<file path="src/lsu_defines.svh">
// width and flag position macros for the load/store unit.

`ifndef LSU_DEFINES_SVH
`define LSU_DEFINES_SVH

// --------------------
// datapath widths
// --------------------

// data and address word.
`define LSU_XLEN 32

// decoded instruction flag vector from the decode stage.
`define LSU_FLAGS_W 48

// --------------------
// memory flag bits
// --------------------

// one-hot position of each memory instruction.
// loads come first.
`define LSU_FLAG_LB  29
`define LSU_FLAG_LBU 30
`define LSU_FLAG_LH  31
`define LSU_FLAG_LHU 32
`define LSU_FLAG_LW  33

// stores follow the loads.
`define LSU_FLAG_SB  34
`define LSU_FLAG_SH  35
`define LSU_FLAG_SW  36

// the remaining flag bits belong to other
// execution units and are ignored here.

`endif
</file>
<file path="src/lsu_pkg.sv">
// shared types, size codes and controller states of the load/store unit.

`include "lsu_defines.svh"

package lsu_pkg;

    // --------------------
    // vector types
    // --------------------

    // data or address word.
    typedef logic [`LSU_XLEN-1:0] xlen_t;

    // destination register index.
    typedef logic [4:0] reg_idx_t;

    // raw immediate field from the instruction.
    typedef logic [11:0] imm12_t;

    // decoded instruction flags.
    typedef logic [`LSU_FLAGS_W-1:0] flags_t;

    // access size on the memory port.
    typedef logic [1:0] size_t;

    // size codes as seen by the memory.
    localparam size_t SIZE_WORD = 2'd0;
    localparam size_t SIZE_BYTE = 2'd1;
    localparam size_t SIZE_HALF = 2'd2;

    // --------------------
    // controller FSM
    // --------------------

    typedef enum logic [1:0] {
        IDLE,
        READ,
        WRITE,
        DONE
    } lsu_state_e;

endpackage

</file>
<file path="src/lsu_req_if.sv">
// interface carrying one computed memory access from the generator to the controller.

`timescale 1ns/1ps

interface lsu_req_if;

    // access kind.
    logic is_load;
    logic is_store;

    // effective address, rs1 plus sign-extended offset.
    lsu_pkg::xlen_t addr;

    // size code for the memory port.
    lsu_pkg::size_t size;

    // store data, already cut down to the access size.
    lsu_pkg::xlen_t wdata;

    // high for lb and lh.
    logic load_signed;

    // generator side drives everything.
    modport agu (
        output is_load,
        output is_store,
        output addr,
        output size,
        output wdata,
        output load_signed
    );

    modport ctrl (
        input is_load,
        input is_store,
        input addr,
        input size,
        input wdata,
        input load_signed
    );

endinterface

</file>
<file path="src/lsu_top.sv">
// top level of the load/store stage with generator, extender and controller.

`timescale 1ns/1ps

module lsu_top (
    input  logic              clk,
    input  logic              rst_n,
    input  lsu_pkg::xlen_t    pc,
    input  lsu_pkg::flags_t   inst_flags,
    input  lsu_pkg::reg_idx_t rd,
    input  lsu_pkg::xlen_t    rs1_data,
    input  lsu_pkg::xlen_t    rs2_data,
    input  lsu_pkg::imm12_t   imm,
    input  lsu_pkg::xlen_t    mem_rdata,
    input  logic              mem_read_ready,
    input  logic              mem_write_ready,
    output lsu_pkg::xlen_t    mem_addr,
    output lsu_pkg::xlen_t    mem_wdata,
    output lsu_pkg::size_t    mem_size,
    output logic              mem_read_en,
    output logic              mem_write_en,
    output logic              busy,
    output logic              wb_rd_wait,
    output lsu_pkg::reg_idx_t rd_out,
    output logic              rd_en,
    output lsu_pkg::xlen_t    rd_data
);

    lsu_req_if req_bus ();

    lsu_pkg::size_t load_size;
    logic           load_signed;
    lsu_pkg::xlen_t load_ext;

    lsu_agu u_agu (
        .inst_flags (inst_flags),
        .rd         (rd),
        .rs1_data   (rs1_data),
        .rs2_data   (rs2_data),
        .imm        (imm),
        .req        (req_bus.agu)
    );

    // extension sees the raw bus and the latched request.
    lsu_load_ext u_load_ext (
        .raw         (mem_rdata),
        .size        (load_size),
        .load_signed (load_signed),
        .ext         (load_ext)
    );

    lsu_ctrl u_ctrl (
        .clk             (clk),
        .rst_n           (rst_n),
        .pc              (pc),
        .rd              (rd),
        .req             (req_bus.ctrl),
        .mem_read_ready  (mem_read_ready),
        .mem_write_ready (mem_write_ready),
        .load_ext        (load_ext),
        .load_size       (load_size),
        .load_signed     (load_signed),
        .mem_addr        (mem_addr),
        .mem_wdata       (mem_wdata),
        .mem_size        (mem_size),
        .mem_read_en     (mem_read_en),
        .mem_write_en    (mem_write_en),
        .busy            (busy),
        .wb_rd_wait      (wb_rd_wait),
        .rd_out          (rd_out),
        .rd_en           (rd_en),
        .rd_data         (rd_data)
    );

endmodule

</file>
<file path="src/lsu_ctrl.sv">
// access controller FSM with memory strobes, writeback strobe and busy.

`timescale 1ns/1ps

module lsu_ctrl (
    input  logic              clk,
    input  logic              rst_n,
    input  lsu_pkg::xlen_t    pc,
    input  lsu_pkg::reg_idx_t rd,
    lsu_req_if.ctrl           req,
    input  logic              mem_read_ready,
    input  logic              mem_write_ready,
    input  lsu_pkg::xlen_t    load_ext,
    output lsu_pkg::size_t    load_size,
    output logic              load_signed,
    output lsu_pkg::xlen_t    mem_addr,
    output lsu_pkg::xlen_t    mem_wdata,
    output lsu_pkg::size_t    mem_size,
    output logic              mem_read_en,
    output logic              mem_write_en,
    output logic              busy,
    output logic              wb_rd_wait,
    output lsu_pkg::reg_idx_t rd_out,
    output logic              rd_en,
    output lsu_pkg::xlen_t    rd_data
);

    lsu_pkg::lsu_state_e state;
    lsu_pkg::lsu_state_e state_next;
    lsu_pkg::xlen_t      last_pc;
    logic                new_inst;
    logic                issue;

    // a changed pc marks a new instruction.
    assign new_inst = (pc != last_pc);
    assign issue    = (state == lsu_pkg::IDLE) && new_inst &&
                      (req.is_load || req.is_store);

    // latched size drives the extender.
    assign load_size = mem_size;

    // --------------------
    // next state
    // --------------------

    always_comb begin
        state_next = state;
        case (state)
            lsu_pkg::IDLE: begin
                if (issue) begin
                    state_next = req.is_load ? lsu_pkg::READ : lsu_pkg::WRITE;
                end
            end
            lsu_pkg::READ: begin
                if (mem_read_ready) begin
                    state_next = lsu_pkg::DONE;
                end
            end
            lsu_pkg::WRITE: begin
                if (mem_write_ready) begin
                    state_next = lsu_pkg::DONE;
                end
            end
            lsu_pkg::DONE: begin
                state_next = lsu_pkg::IDLE;
            end
            default: begin
                state_next = lsu_pkg::IDLE;
            end
        endcase
    end

    // --------------------
    // registers
    // --------------------

    always_ff @(posedge clk or posedge rst_n) begin
        if (rst_n) begin
            state        <= lsu_pkg::IDLE;
            last_pc      <= '0;
            mem_addr     <= '0;
            mem_wdata    <= '0;
            mem_size     <= lsu_pkg::SIZE_WORD;
            mem_read_en  <= 1'b0;
            mem_write_en <= 1'b0;
            busy         <= 1'b0;
            wb_rd_wait   <= 1'b0;
            rd_out       <= '0;
            rd_en        <= 1'b0;
            rd_data      <= '0;
            load_signed  <= 1'b0;
        end else begin
            state <= state_next;
            case (state)
                lsu_pkg::IDLE: begin
                    last_pc <= pc;
                    if (issue) begin
                        mem_addr     <= req.addr;
                        mem_wdata    <= req.wdata;
                        mem_size     <= req.size;
                        mem_read_en  <= req.is_load;
                        mem_write_en <= ~req.is_load;
                        busy         <= 1'b1;
                        // rd_out stays put across stores.
                        if (req.is_load) begin
                            wb_rd_wait  <= 1'b1;
                            rd_out      <= rd;
                            load_signed <= req.load_signed;
                        end
                    end
                end
                lsu_pkg::READ: begin
                    if (mem_read_ready) begin
                        mem_read_en <= 1'b0;
                        rd_data     <= load_ext;
                        rd_en       <= 1'b1;
                    end
                end
                lsu_pkg::WRITE: begin
                    if (mem_write_ready) begin
                        mem_write_en <= 1'b0;
                    end
                end
                default: begin
                    // DONE, one cycle of rd_en then release.
                    rd_en      <= 1'b0;
                    busy       <= 1'b0;
                    wb_rd_wait <= 1'b0;
                end
            endcase
        end
    end

endmodule

</file>
<file path="src/lsu_load_ext.sv">
// sign or zero extension of returned load data.

`timescale 1ns/1ps

`include "lsu_defines.svh"

module lsu_load_ext (
    input  lsu_pkg::xlen_t raw,
    input  lsu_pkg::size_t size,
    input  logic           load_signed,
    output lsu_pkg::xlen_t ext
);

    logic byte_fill;
    logic half_fill;

    // memory already puts the field in the low bits.
    // only the fill bit depends on signedness.
    assign byte_fill = load_signed & raw[7];
    assign half_fill = load_signed & raw[15];

    always_comb begin
        case (size)
            lsu_pkg::SIZE_BYTE: begin
                ext = {{(`LSU_XLEN-8){byte_fill}}, raw[7:0]};
            end
            lsu_pkg::SIZE_HALF: begin
                ext = {{(`LSU_XLEN-16){half_fill}}, raw[15:0]};
            end
            default: begin
                // word loads pass through.
                ext = raw;
            end
        endcase
    end

endmodule

</file>
<file path="src/lsu_agu.sv">
// address and store data generator for the memory instructions.

`timescale 1ns/1ps

`include "lsu_defines.svh"

module lsu_agu (
    input  lsu_pkg::flags_t   inst_flags,
    input  lsu_pkg::reg_idx_t rd,
    input  lsu_pkg::xlen_t    rs1_data,
    input  lsu_pkg::xlen_t    rs2_data,
    input  lsu_pkg::imm12_t   imm,
    lsu_req_if.agu            req
);

    logic is_lb;
    logic is_lbu;
    logic is_lh;
    logic is_lhu;
    logic is_lw;
    logic is_sb;
    logic is_sh;
    logic is_sw;

    lsu_pkg::size_t  acc_size;
    lsu_pkg::imm12_t offset;
    lsu_pkg::xlen_t  offset_ext;

    // --------------------
    // flag decode
    // --------------------

    assign is_lb  = inst_flags[`LSU_FLAG_LB];
    assign is_lbu = inst_flags[`LSU_FLAG_LBU];
    assign is_lh  = inst_flags[`LSU_FLAG_LH];
    assign is_lhu = inst_flags[`LSU_FLAG_LHU];
    assign is_lw  = inst_flags[`LSU_FLAG_LW];
    assign is_sb  = inst_flags[`LSU_FLAG_SB];
    assign is_sh  = inst_flags[`LSU_FLAG_SH];
    assign is_sw  = inst_flags[`LSU_FLAG_SW];

    assign req.is_load     = is_lb | is_lbu | is_lh | is_lhu | is_lw;
    assign req.is_store    = is_sb | is_sh | is_sw;
    assign req.load_signed = is_lb | is_lh;

    // byte and halfword ops, everything else is a word.
    always_comb begin
        if (is_lb || is_lbu || is_sb) begin
            acc_size = lsu_pkg::SIZE_BYTE;
        end else if (is_lh || is_lhu || is_sh) begin
            acc_size = lsu_pkg::SIZE_HALF;
        end else begin
            acc_size = lsu_pkg::SIZE_WORD;
        end
    end

    assign req.size = acc_size;

    // --------------------
    // address
    // --------------------

    // s-type splits the offset around the rd field.
    assign offset     = req.is_store ? {imm[11:5], rd} : imm;
    assign offset_ext = {{(`LSU_XLEN-12){offset[11]}}, offset};
    assign req.addr   = rs1_data + offset_ext;

    // store data, zero above the access size.
    always_comb begin
        case (acc_size)
            lsu_pkg::SIZE_BYTE: req.wdata = {{(`LSU_XLEN-8){1'b0}}, rs2_data[7:0]};
            lsu_pkg::SIZE_HALF: req.wdata = {{(`LSU_XLEN-16){1'b0}}, rs2_data[15:0]};
            default:            req.wdata = rs2_data;
        endcase
    end

endmodule

</file>
<file path="config.mk">
export PLATFORM = sky130hd
export DESIGN_NAME = lsu_top
export DESIGN_NICKNAME = d
export VERILOG_FILES = /design/src/lsu_pkg.sv /design/src/lsu_req_if.sv /design/src/lsu_top.sv /design/src/lsu_ctrl.sv /design/src/lsu_load_ext.sv /design/src/lsu_agu.sv
export VERILOG_INCLUDE_DIRS = /design/src
export SDC_FILE = /design/constraint.sdc
export NUM_CORES = 1
export LEC_CHECK = 0
export BUFFER_PORTS_ARGS = -buffer_cell sky130_fd_sc_hd__buf_2
export CORE_ASPECT_RATIO = 0.8
export CORE_MARGIN = 4
export CORE_UTILIZATION = 40
export CTS_BUF_LIST = sky130_fd_sc_hd__clkbuf_8
export DETAILED_ROUTE_END_ITERATION = 6
export GPL_TIMING_DRIVEN = 0
export PLACE_DENSITY = 0.72
export SLEW_MARGIN = 20
export SYNTH_ARGS = -nofsm -noshare
export SYNTH_HDL_FRONTEND = slang
export SYNTH_SLANG_ARGS = --single-unit
</file>
<file path="constraint.sdc">
create_clock -name clk -period 6.78 [get_ports clk]
set_clock_uncertainty 0.2 [all_clocks]
set_input_delay 1.695 -clock clk [delete_from_list [all_inputs] [get_ports clk]]
set_output_delay 1.695 -clock clk [all_outputs]
set_load 0.02 [all_outputs]
</file>
## Yosys cells after proc, flatten, opt, wreduce, memory -nomap -nowiden

Cells that the tools add are included.

- Register bits after elaboration: 143
- Input bits: 197
- Output and inout port bits: 108
- Logic and storage cells: 82

- $add $sub $neg: 1
- Equal/unequal tests: 12
- Multiplexer cells: 23
- Bitwise operators: 12
- Reduce and logical (&&, ||, !) cells: 21

Operators with widths:

| cell | number |
|---|---|
| 32-bit one-hot mux with 2 select lines | 2 |
| 32-bit adder | 1 |
| 32-bit inequality test | 1 |
| 3-bit AND reduction | 5 |
| 2-bit two-way mux | 6 |
| 1-bit one-hot mux with 2 select lines | 5 |
| 2-bit equality test, second input constant | 4 |
| 1-bit two-way mux | 8 |
| 2-bit one-hot mux with 4 select lines | 1 |
| 2-bit AND reduction | 4 |
| 1-bit bitwise OR | 7 |
| 2-bit by 1-bit equality test with 1-bit output, second input constant | 3 |
| 1-bit logical OR | 5 |
| 5-bit two-way mux | 1 |
| 2-bit by 1-bit inequality test with 1-bit output, second input constant | 2 |
| 2-bit inequality test, second input constant | 2 |
| 2-bit nonzero test | 2 |
| 2-bit OR reduction | 2 |
| 1-bit inverter | 3 |
| 1-bit AND | 2 |
| 1-bit logical AND | 2 |
| 2-bit logical NOT | 1 |

## Depth between registers and ports, before layout

Gate-level depths: netlist of run 1.

- Depth after elaboration: 8
- Gate-level depth with buffers: 12
- Gate-level depth less buffers: 12

## Hierarchy

A second synthesis of run 1 with hierarchy kept.

- Cells, all modules: 713
- Area, all modules: 8284.2 um2

Modules (own cells, without submodules):

| module | instances | cells an instance | area each (um2) | seq. area each (um2) |
|---|---|---|---|---|
| lsu_ctrl | 1 | 380 | 5972.0 | 3578.4 |
| lsu_agu | 1 | 271 | 1931.9 | 0.0 |
| lsu_load_ext | 1 | 62 | 380.4 | 0.0 |

## Worst setup path before layout of run 1

OpenSTA, ideal clock, no wires.

- Path type: in2reg
- From: input port inst_flags[34]
- To: register u_ctrl.mem_addr[26]
- Setup time: 0.069 ns
- Arrival time: 4.439 ns
- Required time: 6.511 ns
- Slack: 2.072 ns
- Stages on the path: 12
- Path buffers: 0
- Path through: nor3_1 -> mux2_2 -> ha_1 -> inv_1 -> fa_1 -> and2b_1 -> o2111ai_1 -> a21oi_1 -> o21a_1 -> a211oi_2 -> or4b_1 -> nand3_1

- Longest elaborated chain between the ends: 5
- Elaborated cells on any way between the ends: 7
- Classes of those cells: add/sub (1); mux (1); bitwise (2); reduce/logical (3)

Ends and longest elaborated chain:

| item | line | source |
|---|---|---|
| start, declared | lsu_top.sv:9 | `input lsu_pkg::flags_t inst_flags,` |
| 1-bit bitwise OR (*) (2 in series) | lsu_agu.sv:43 | `assign req.is_store = is_sb \| is_sh \| is_sw;` |
| branches (longest 3 deep; another with 32-bit adder) | n/a |  |
| end signal, assigned | lsu_ctrl.sv:98 | `mem_addr <= req.addr;` |
| end, declared | lsu_ctrl.sv:16 | `output lsu_pkg::xlen_t mem_addr,` |

Mark *: on every way between the ends.
A chain may end at the register's enable or synchronous reset.

## Worst setup path in the final report of run 1

Same ends and word-level chain as after synthesis.

==> impl_metrics.toml, run 1 <==
[logic_synthesis]
synthesis.area_sq_mm = 0.00778
synth_top_area_cell = "dfrtp_1"
synth-async-reset-ratio = 1.00
synth_edf_count = 0
synth.distinct_cells = 66
synth_area_leaders = "dfrtp_1 (46%), nand2_1 (8.4%), mux2_2 (6.2%)"
netlist_instances = 818
yosys_warnings = 0
netlist.area_leader.share = 0.460
yosys-top-cells-count = "nand2_1 (175), dfrtp_1 (143), a21oi_1 (58)"
synth-seq-cells = 143
seq_area_frac_synth = 0.460
synth_ff_type = "dfrtp_1"
syn_nets = 1052
syn_area_per_cell_sq_um = 9.51
synth.most_common_cell = "nand2_1"

[setup_path]
worst-endpoint-required_ns = 6.97
slowest_delay_ns = 0.77
startpoint_type = "primary input"
cp_data_arrival_time_ns = 5.22
r2r_slack_ns = 4.02
r2r-end = "u_ctrl.rd_data[21]"
endpoint_kind = "flip-flop"
critical-path-top-delay-family = "simple AND/OR/NAND/NOR gates"
rr_worst_depth = 9
crit_start = "inst_flags[34]"
cp.depth = 13
path_buf_inv = 2
cp_slowest_cell = "nor3_1"
crit_chain = "buf_2 > nor3_1 > mux2_2 > ha_1 > inv_1 > fa_1 > and2b_1 > o2111ai_1 > a21oi_1 > o21a_1 > a211oi_2 > or4b_1 > nand3_1"
crit_type = "primary input to flip-flop"
worstPathMaxFanout = 6
rr_startpoint = "u_ctrl.load_size[0]"

[global_route]
overflow = 0
grt_usage = 0.200
grt_pass1_wl_microns = 34600
use_met2 = 0.325
met3_usage = 0.0545
grtUsageMet1 = 0.265
grt_max_degree = 85
grt_pass1_vias = 6759
antenna_found_initial = 0
grt_most_used_layer = "met2"

[power]
ir_drop_uv = 175
p_leak_nw = 5.04
finalPower_mw = 4.13
p_per_area_mw_per_mm2 = 418

[placement]
dpl.hpwl_microns = 16900
dpl_cell_area_sq_mm = 0.00946
gp_congestion = 0.864
io_buffers = 264

[clock_network]
post-cts-setup-buffers = 0
clockRootBuffer = "clkbuf_8"
clkTransAtPathRegs_ns = 0.09
cts_buffer_depth = 2
postCtsHoldBufs = 0
clk_latency_ns = 0.45
cts_buffers = 17
cts_resized = 0
tritoncts = "yes"
h-tree-depth = 4
clock_sinks = 143

[layout]
diodes = 0
area_growth_pct = 27.0
fillers = 1818
drive_gt1_frac = 0.334
final_nets = 1336
final_cell_area_sq_mm = 0.00989

[die]
die_y_microns = 133
start_util = 0.409
core-area_sq_mm = 0.0190
rows = 45
die-area_sq_mm = 0.0218
io_pins = 305
die_w_microns = 164

[timing]
rsz0062_at_grt = "false"
final-hold-violation-count = 0
fin_crit_ns = 5.03
tightest_slew_ns = 0.954
setup_viol = 0
finalCritPeriodShare = 0.741
slew_headroom = 0.359
slew_violations = 0
fmax_mhz = 199

[route]
dr.pass1.iters = 5
vias = 6872
first_iter_violations = 321
totalWireLength_microns = 21900
via_per_inst = 5.01
detail-route-antenna-nets = 0
drc = 0
wl_per_cell_microns = 16.0

[min_path]
min_path_cells = 2
hold_class = "flip-flop to flip-flop"
min_from = "u_ctrl.mem_wdata[13]"
holdPathEnd = "u_ctrl.mem_wdata[13]"

[run]
cap_viol_max_count = 0

[run_status]
outcome = "complete, no violations"
cells in the final DEF (no fill, tap or decap), types with 3 or more instances in the layout:
cell type / netlist / layout
a211o_1: 4 / 4
a211oi_1: 3 / 3
a21o_1: 9 / 9
a21oi_1: 58 / 58
a31oi_1: 7 / 7
buf_2: 7 / 271
buf_6: 7 / 7
bufinv_16: 0 / 3
clkbuf_1: 19 / 19
clkbuf_8: 1 / 19
clkinv_4: 0 / 3
dfrtp_1: 143 / 143
ha_1: 36 / 36
inv_1: 21 / 21
inv_6: 0 / 6
mux2_2: 43 / 43
nand2_1: 175 / 175
nand3_1: 30 / 30
nand4_1: 6 / 6
nor2_1: 47 / 47
nor2b_1: 3 / 3
nor3_1: 5 / 5
nor4_1: 11 / 11
o2111ai_1: 5 / 5
o211a_1: 3 / 3
o211ai_1: 8 / 8
o21a_1: 8 / 8
o21ai_0: 40 / 40
o21bai_1: 4 / 4
o22ai_1: 4 / 4
or2_2: 3 / 3
or3_2: 3 / 3
xnor2_1: 10 / 10
xor2_1: 43 / 43
kinds of logic after synthesis:
group / Yosys count / share of synthesized area
AND/OR/NAND/NOR: 302 / 0.169
AO/OA/AOI/OAI: 178 / 0.146
flip-flops: 143 / 0.460
buffers and inverters: 60 / 0.0392
XOR/XNOR: 53 / 0.0597
multiplexers: 45 / 0.0648
adder cells (fa/ha/maj): 37 / 0.0605
where the power goes:
part,internal (mW),switching (mW),total (mW),leakage [nW]
Sequential,1.23,0.211,1.44,1.76
Clock,0.381,0.366,0.747,0.221
Combinational,0.754,1.19,1.94,3.05
how the worst max path moves through the flow:
stage,slack [ns],to
after floorplan,1.05,u_ctrl.busy
after global placement,-0.70,u_ctrl.mem_wdata[22]
after detailed placement,1.15,u_ctrl.mem_addr[26]
after CTS,1.65,u_ctrl.mem_addr[26]
after global routing,1.44,u_ctrl.mem_addr[26]
final,1.75,u_ctrl.mem_addr[26]
layer usage:
| metal | up-vias | routed length, microns |
|---|---|---|
| li1 | 3423 | - |
| met1 | 3250 | 9740 |
| met2 | 177 | 10400 |
| met3 | 22 | 1490 |
| met4 | 0 | 257 |
| met5 | - | 0 |
worst min-delay path, stage by stage, from the launching register on:
cell and delay (ns):
dfrtp_1 0.34, nand2_1 0.05, nand2_1 0.04
final cells by class:
| cell class | count | area [sq um] | area share |
|---|---|---|---|
| sequential | 143 | 3580 | 0.362 |
| inverter | 21 | 86.3 | 0.00873 |
| clock buffer | 18 | 248 | 0.0251 |
| tap | 258 | 323 | 0.0327 |
| timing repair buffer | 265 | 1350 | 0.136 |
| multi-input combinational | 615 | 3900 | 0.394 |
| clock inverter | 14 | 178 | 0.0180 |
| buffer | 39 | 226 | 0.0229 |
sequential cells by signal, summed over array words and instances (netlist names):
signal	count
u_ctrl.rd_en	1
u_ctrl.wb_rd_wait	1
u_ctrl.last_pc	32
u_ctrl.mem_read_en	1
u_ctrl.mem_wdata	32
u_ctrl.rd_out	5
u_ctrl.load_size	2
u_ctrl.load_signed	1
u_ctrl.rd_data	32
u_ctrl.state	2
u_ctrl.busy	1
u_ctrl.mem_write_en	1
u_ctrl.mem_addr	32
stage by stage:
| step | setup TNS, ns | worst slack, ns | instances | utilization | hold slack (ns) |
|---|---|---|---|---|---|
| floorplan | 0 | 1.05 | 818 | - | 0.242 |
| global placement | -97.84 | -0.703 | 1340 | 0.495 | 0.245 |
| detailed placement | 0 | 1.15 | 1341 | 0.497 | 0.250 |
| CTS | 0 | 1.65 | 1373 | 0.519 | 0.268 |
| global route | 0 | 1.44 | 1373 | 0.519 | 0.289 |
| finish | 0 | 1.75 | 1373 | 0.519 | 0.261 |
(Power assumes the default switching activity.)
==> run 2: changes to the inputs <==
Clock period 6.78 ns to 5.15 ns, I/O delays scaled along.
==> run 2 against run 1 <==
Against the previous run:
- via count rose by 2.2%
- global-route usage is 0.43 points higher
- worst setup slack got worse by 1.3 ns
- sequential share of layout area decreased by 0.055 points
- total power up 30%
- sequential power grew 31%
- combinational power rose by 34%
- register-to-register slack got worse by 1.7 ns
- critical endpoint unchanged
==> impl_metrics.toml, run 2 (synthesized netlist as in run 1, its figures left out) <==
[layout]
final_util = 0.520
area_growth_pct = 27.2
diodes = 0
mostFrequentLayoutCell = "buf_2"
final_nets = 1339
drive_gt1_frac = 0.336
stdcell_count = 1376
final_cell_mix = "buf_2 (271), nand2_1 (175), dfrtp_1 (143)"

[clock_network]
clk_latency_ns = 0.46
h-tree-depth = 4
cts_buffer_depth = 2
clock_sinks = 143
postCtsHoldBufs = 0
clkTransAtPathRegs_ns = 0.09
post-cts-setup-buffers = 0
cts_buffers = 17
clockRootBuffer = "clkbuf_8"
cts_resized = 0
tritoncts = "yes"

[placement]
io_buffers = 264
dpl.hpwl_microns = 17500
gp_congestion = 0.847
dpl.cell_count = 1344

[setup_path]
worstPathMaxFanout = 6
crit_type = "primary input to flip-flop"
slowest_delay_ns = 0.82
endpoint_kind = "flip-flop"
worst-endpoint-required_ns = 5.35
critical-path-top-delay-family = "simple AND/OR/NAND/NOR gates"
cp_data_arrival_time_ns = 4.91
r2r_slack_ns = 2.27
crit_chain = "buf_2 > nor3_1 > mux2_2 > ha_1 > inv_1 > fa_1 > and2b_1 > o2111ai_1 > a21oi_1 > o21a_1 > a211oi_2 > or4b_1 > nand3_1"
startpoint_type = "primary input"
path_buf_inv = 2
cp_slowest_cell = "nor3_1"

[die]
die_w_microns = 164
core-area_sq_mm = 0.0190
die-area_sq_mm = 0.0218
io_pins = 305
start_util = 0.409
die_y_microns = 133
rows = 45

[timing]
final-hold-violation-count = 0
setup_viol = 0
rsz0062_at_grt = "false"
finalCritPeriodShare = 0.916
slew_headroom = 0.303
slew_violations = 0
tightest_slew_ns = 1.04
fmax_mhz = 212
fin_crit_ns = 4.72

[route]
dr.pass1.iters = 4
wl_per_cell_microns = 16.3
detail-route-antenna-nets = 0
totalWireLength_microns = 22400
drc = 0
via_per_inst = 5.10
vias = 7020
first_iter_violations = 389

[global_route]
grt_pass1_wl_microns = 35500
grt_pass1_vias = 6849
antenna_found_initial = 0
overflow = 0
grt_usage = 0.204
grt_max_degree = 33

[power]
internal-power_mw = 3.02
p_per_area_mw_per_mm2 = 543
pwr-share-clk = 0.167
ir_drop_uv = 236
switchingPower_mw = 2.35
seqPwrFrac = 0.352
switching_share = 0.438
p_leak_nw = 5.03
power_frac_comb = 0.481

[min_path]
hold_class = "flip-flop to flip-flop"

[run_status]
outcome = "complete, no violations"

[run]
cap_viol_max_count = 0
==> run 2: changes by cell type in the layout (fill, tap and decap cells not counted), sizes merged <==
| cell | change |
|---|---|
| clkinv | -2 |
| bufinv | -2 |
| buf | +3 |
| clkinvlp | +4 |
==> run 2: final cells by class <==
| cell class | instances | area, sq um |
|---|---|---|
| Fill cell | 1829 | 9130 |
| Multi-Input combinational cell | 615 | 3900 |
| Sequential cell | 143 | 3580 |
| Timing Repair Buffer | 268 | 1400 |
| Tap cell | 258 | 323 |
| Clock buffer | 18 | 248 |
| Buffer | 39 | 226 |
| Clock inverter | 14 | 144 |
| Inverter | 21 | 82.6 |
==> run 2: worst min-delay path: stages (launching register included) <==
cell and delay (ns):
dfrtp_1 0.34, nand2_1 0.05, nand2_1 0.05
==> run 2: path summary, 6_finish.rpt <==
path	depth (start not counted)	end	start
worst max-delay path	13	u_ctrl.mem_addr[26]	inst_flags[35]
worst min-delay path	2	u_ctrl.mem_wdata[19]	u_ctrl.mem_wdata[19]
worst max register to register	9	u_ctrl.mem_wdata[4]	u_ctrl.last_pc[23]
worst min register to register	2	u_ctrl.mem_wdata[19]	u_ctrl.mem_wdata[19]
max in group asynchronous	5	u_ctrl.mem_wdata[7]	rst_n
min in group asynchronous	2	u_ctrl.last_pc[31]	rst_n
==> run 2: stage by stage <==
step | hold slack [ns] | instance area, sq um | setup WS, ns | power, mW | TNS, ns
2_1_floorplan | 0.242 | 7780 | 0.849 | 3.63 | 0
3_3_place_gp | 0.245 | 9430 | -0.0529 | 4.44 | -0.0650
5_1_grt | 0.289 | 9900 | 0.218 | 5.79 | 0
6_report | 0.265 | 9900 | 0.433 | 5.38 | 0
4_1_cts | 0.269 | 9900 | 0.380 | 5.44 | 0
3_5_place_dp | 0.251 | 9510 | -0.120 | 4.52 | -0.328
==> run 2: power groups by stage <==
stage                     Sequential [mW]  Clock (mW)  Combinational, mW
after detailed placement             1.91           0               2.61
after global routing                 1.95       0.979               2.86
final                                1.89       0.898               2.59
after floorplan                      2.30           0               1.32
after CTS                            1.89       0.929               2.62
after global placement               1.89           0               2.55
==> run 2: routing by layer <==
metal  vias to the layer above  share of wire  GRT usage
met1                      3345           0.45      0.277
met2                       227           0.47      0.326
met3                        21          0.070     0.0561
met4                         0          0.013     0.0489
met5                         -              0          0
li1                       3427              -          -
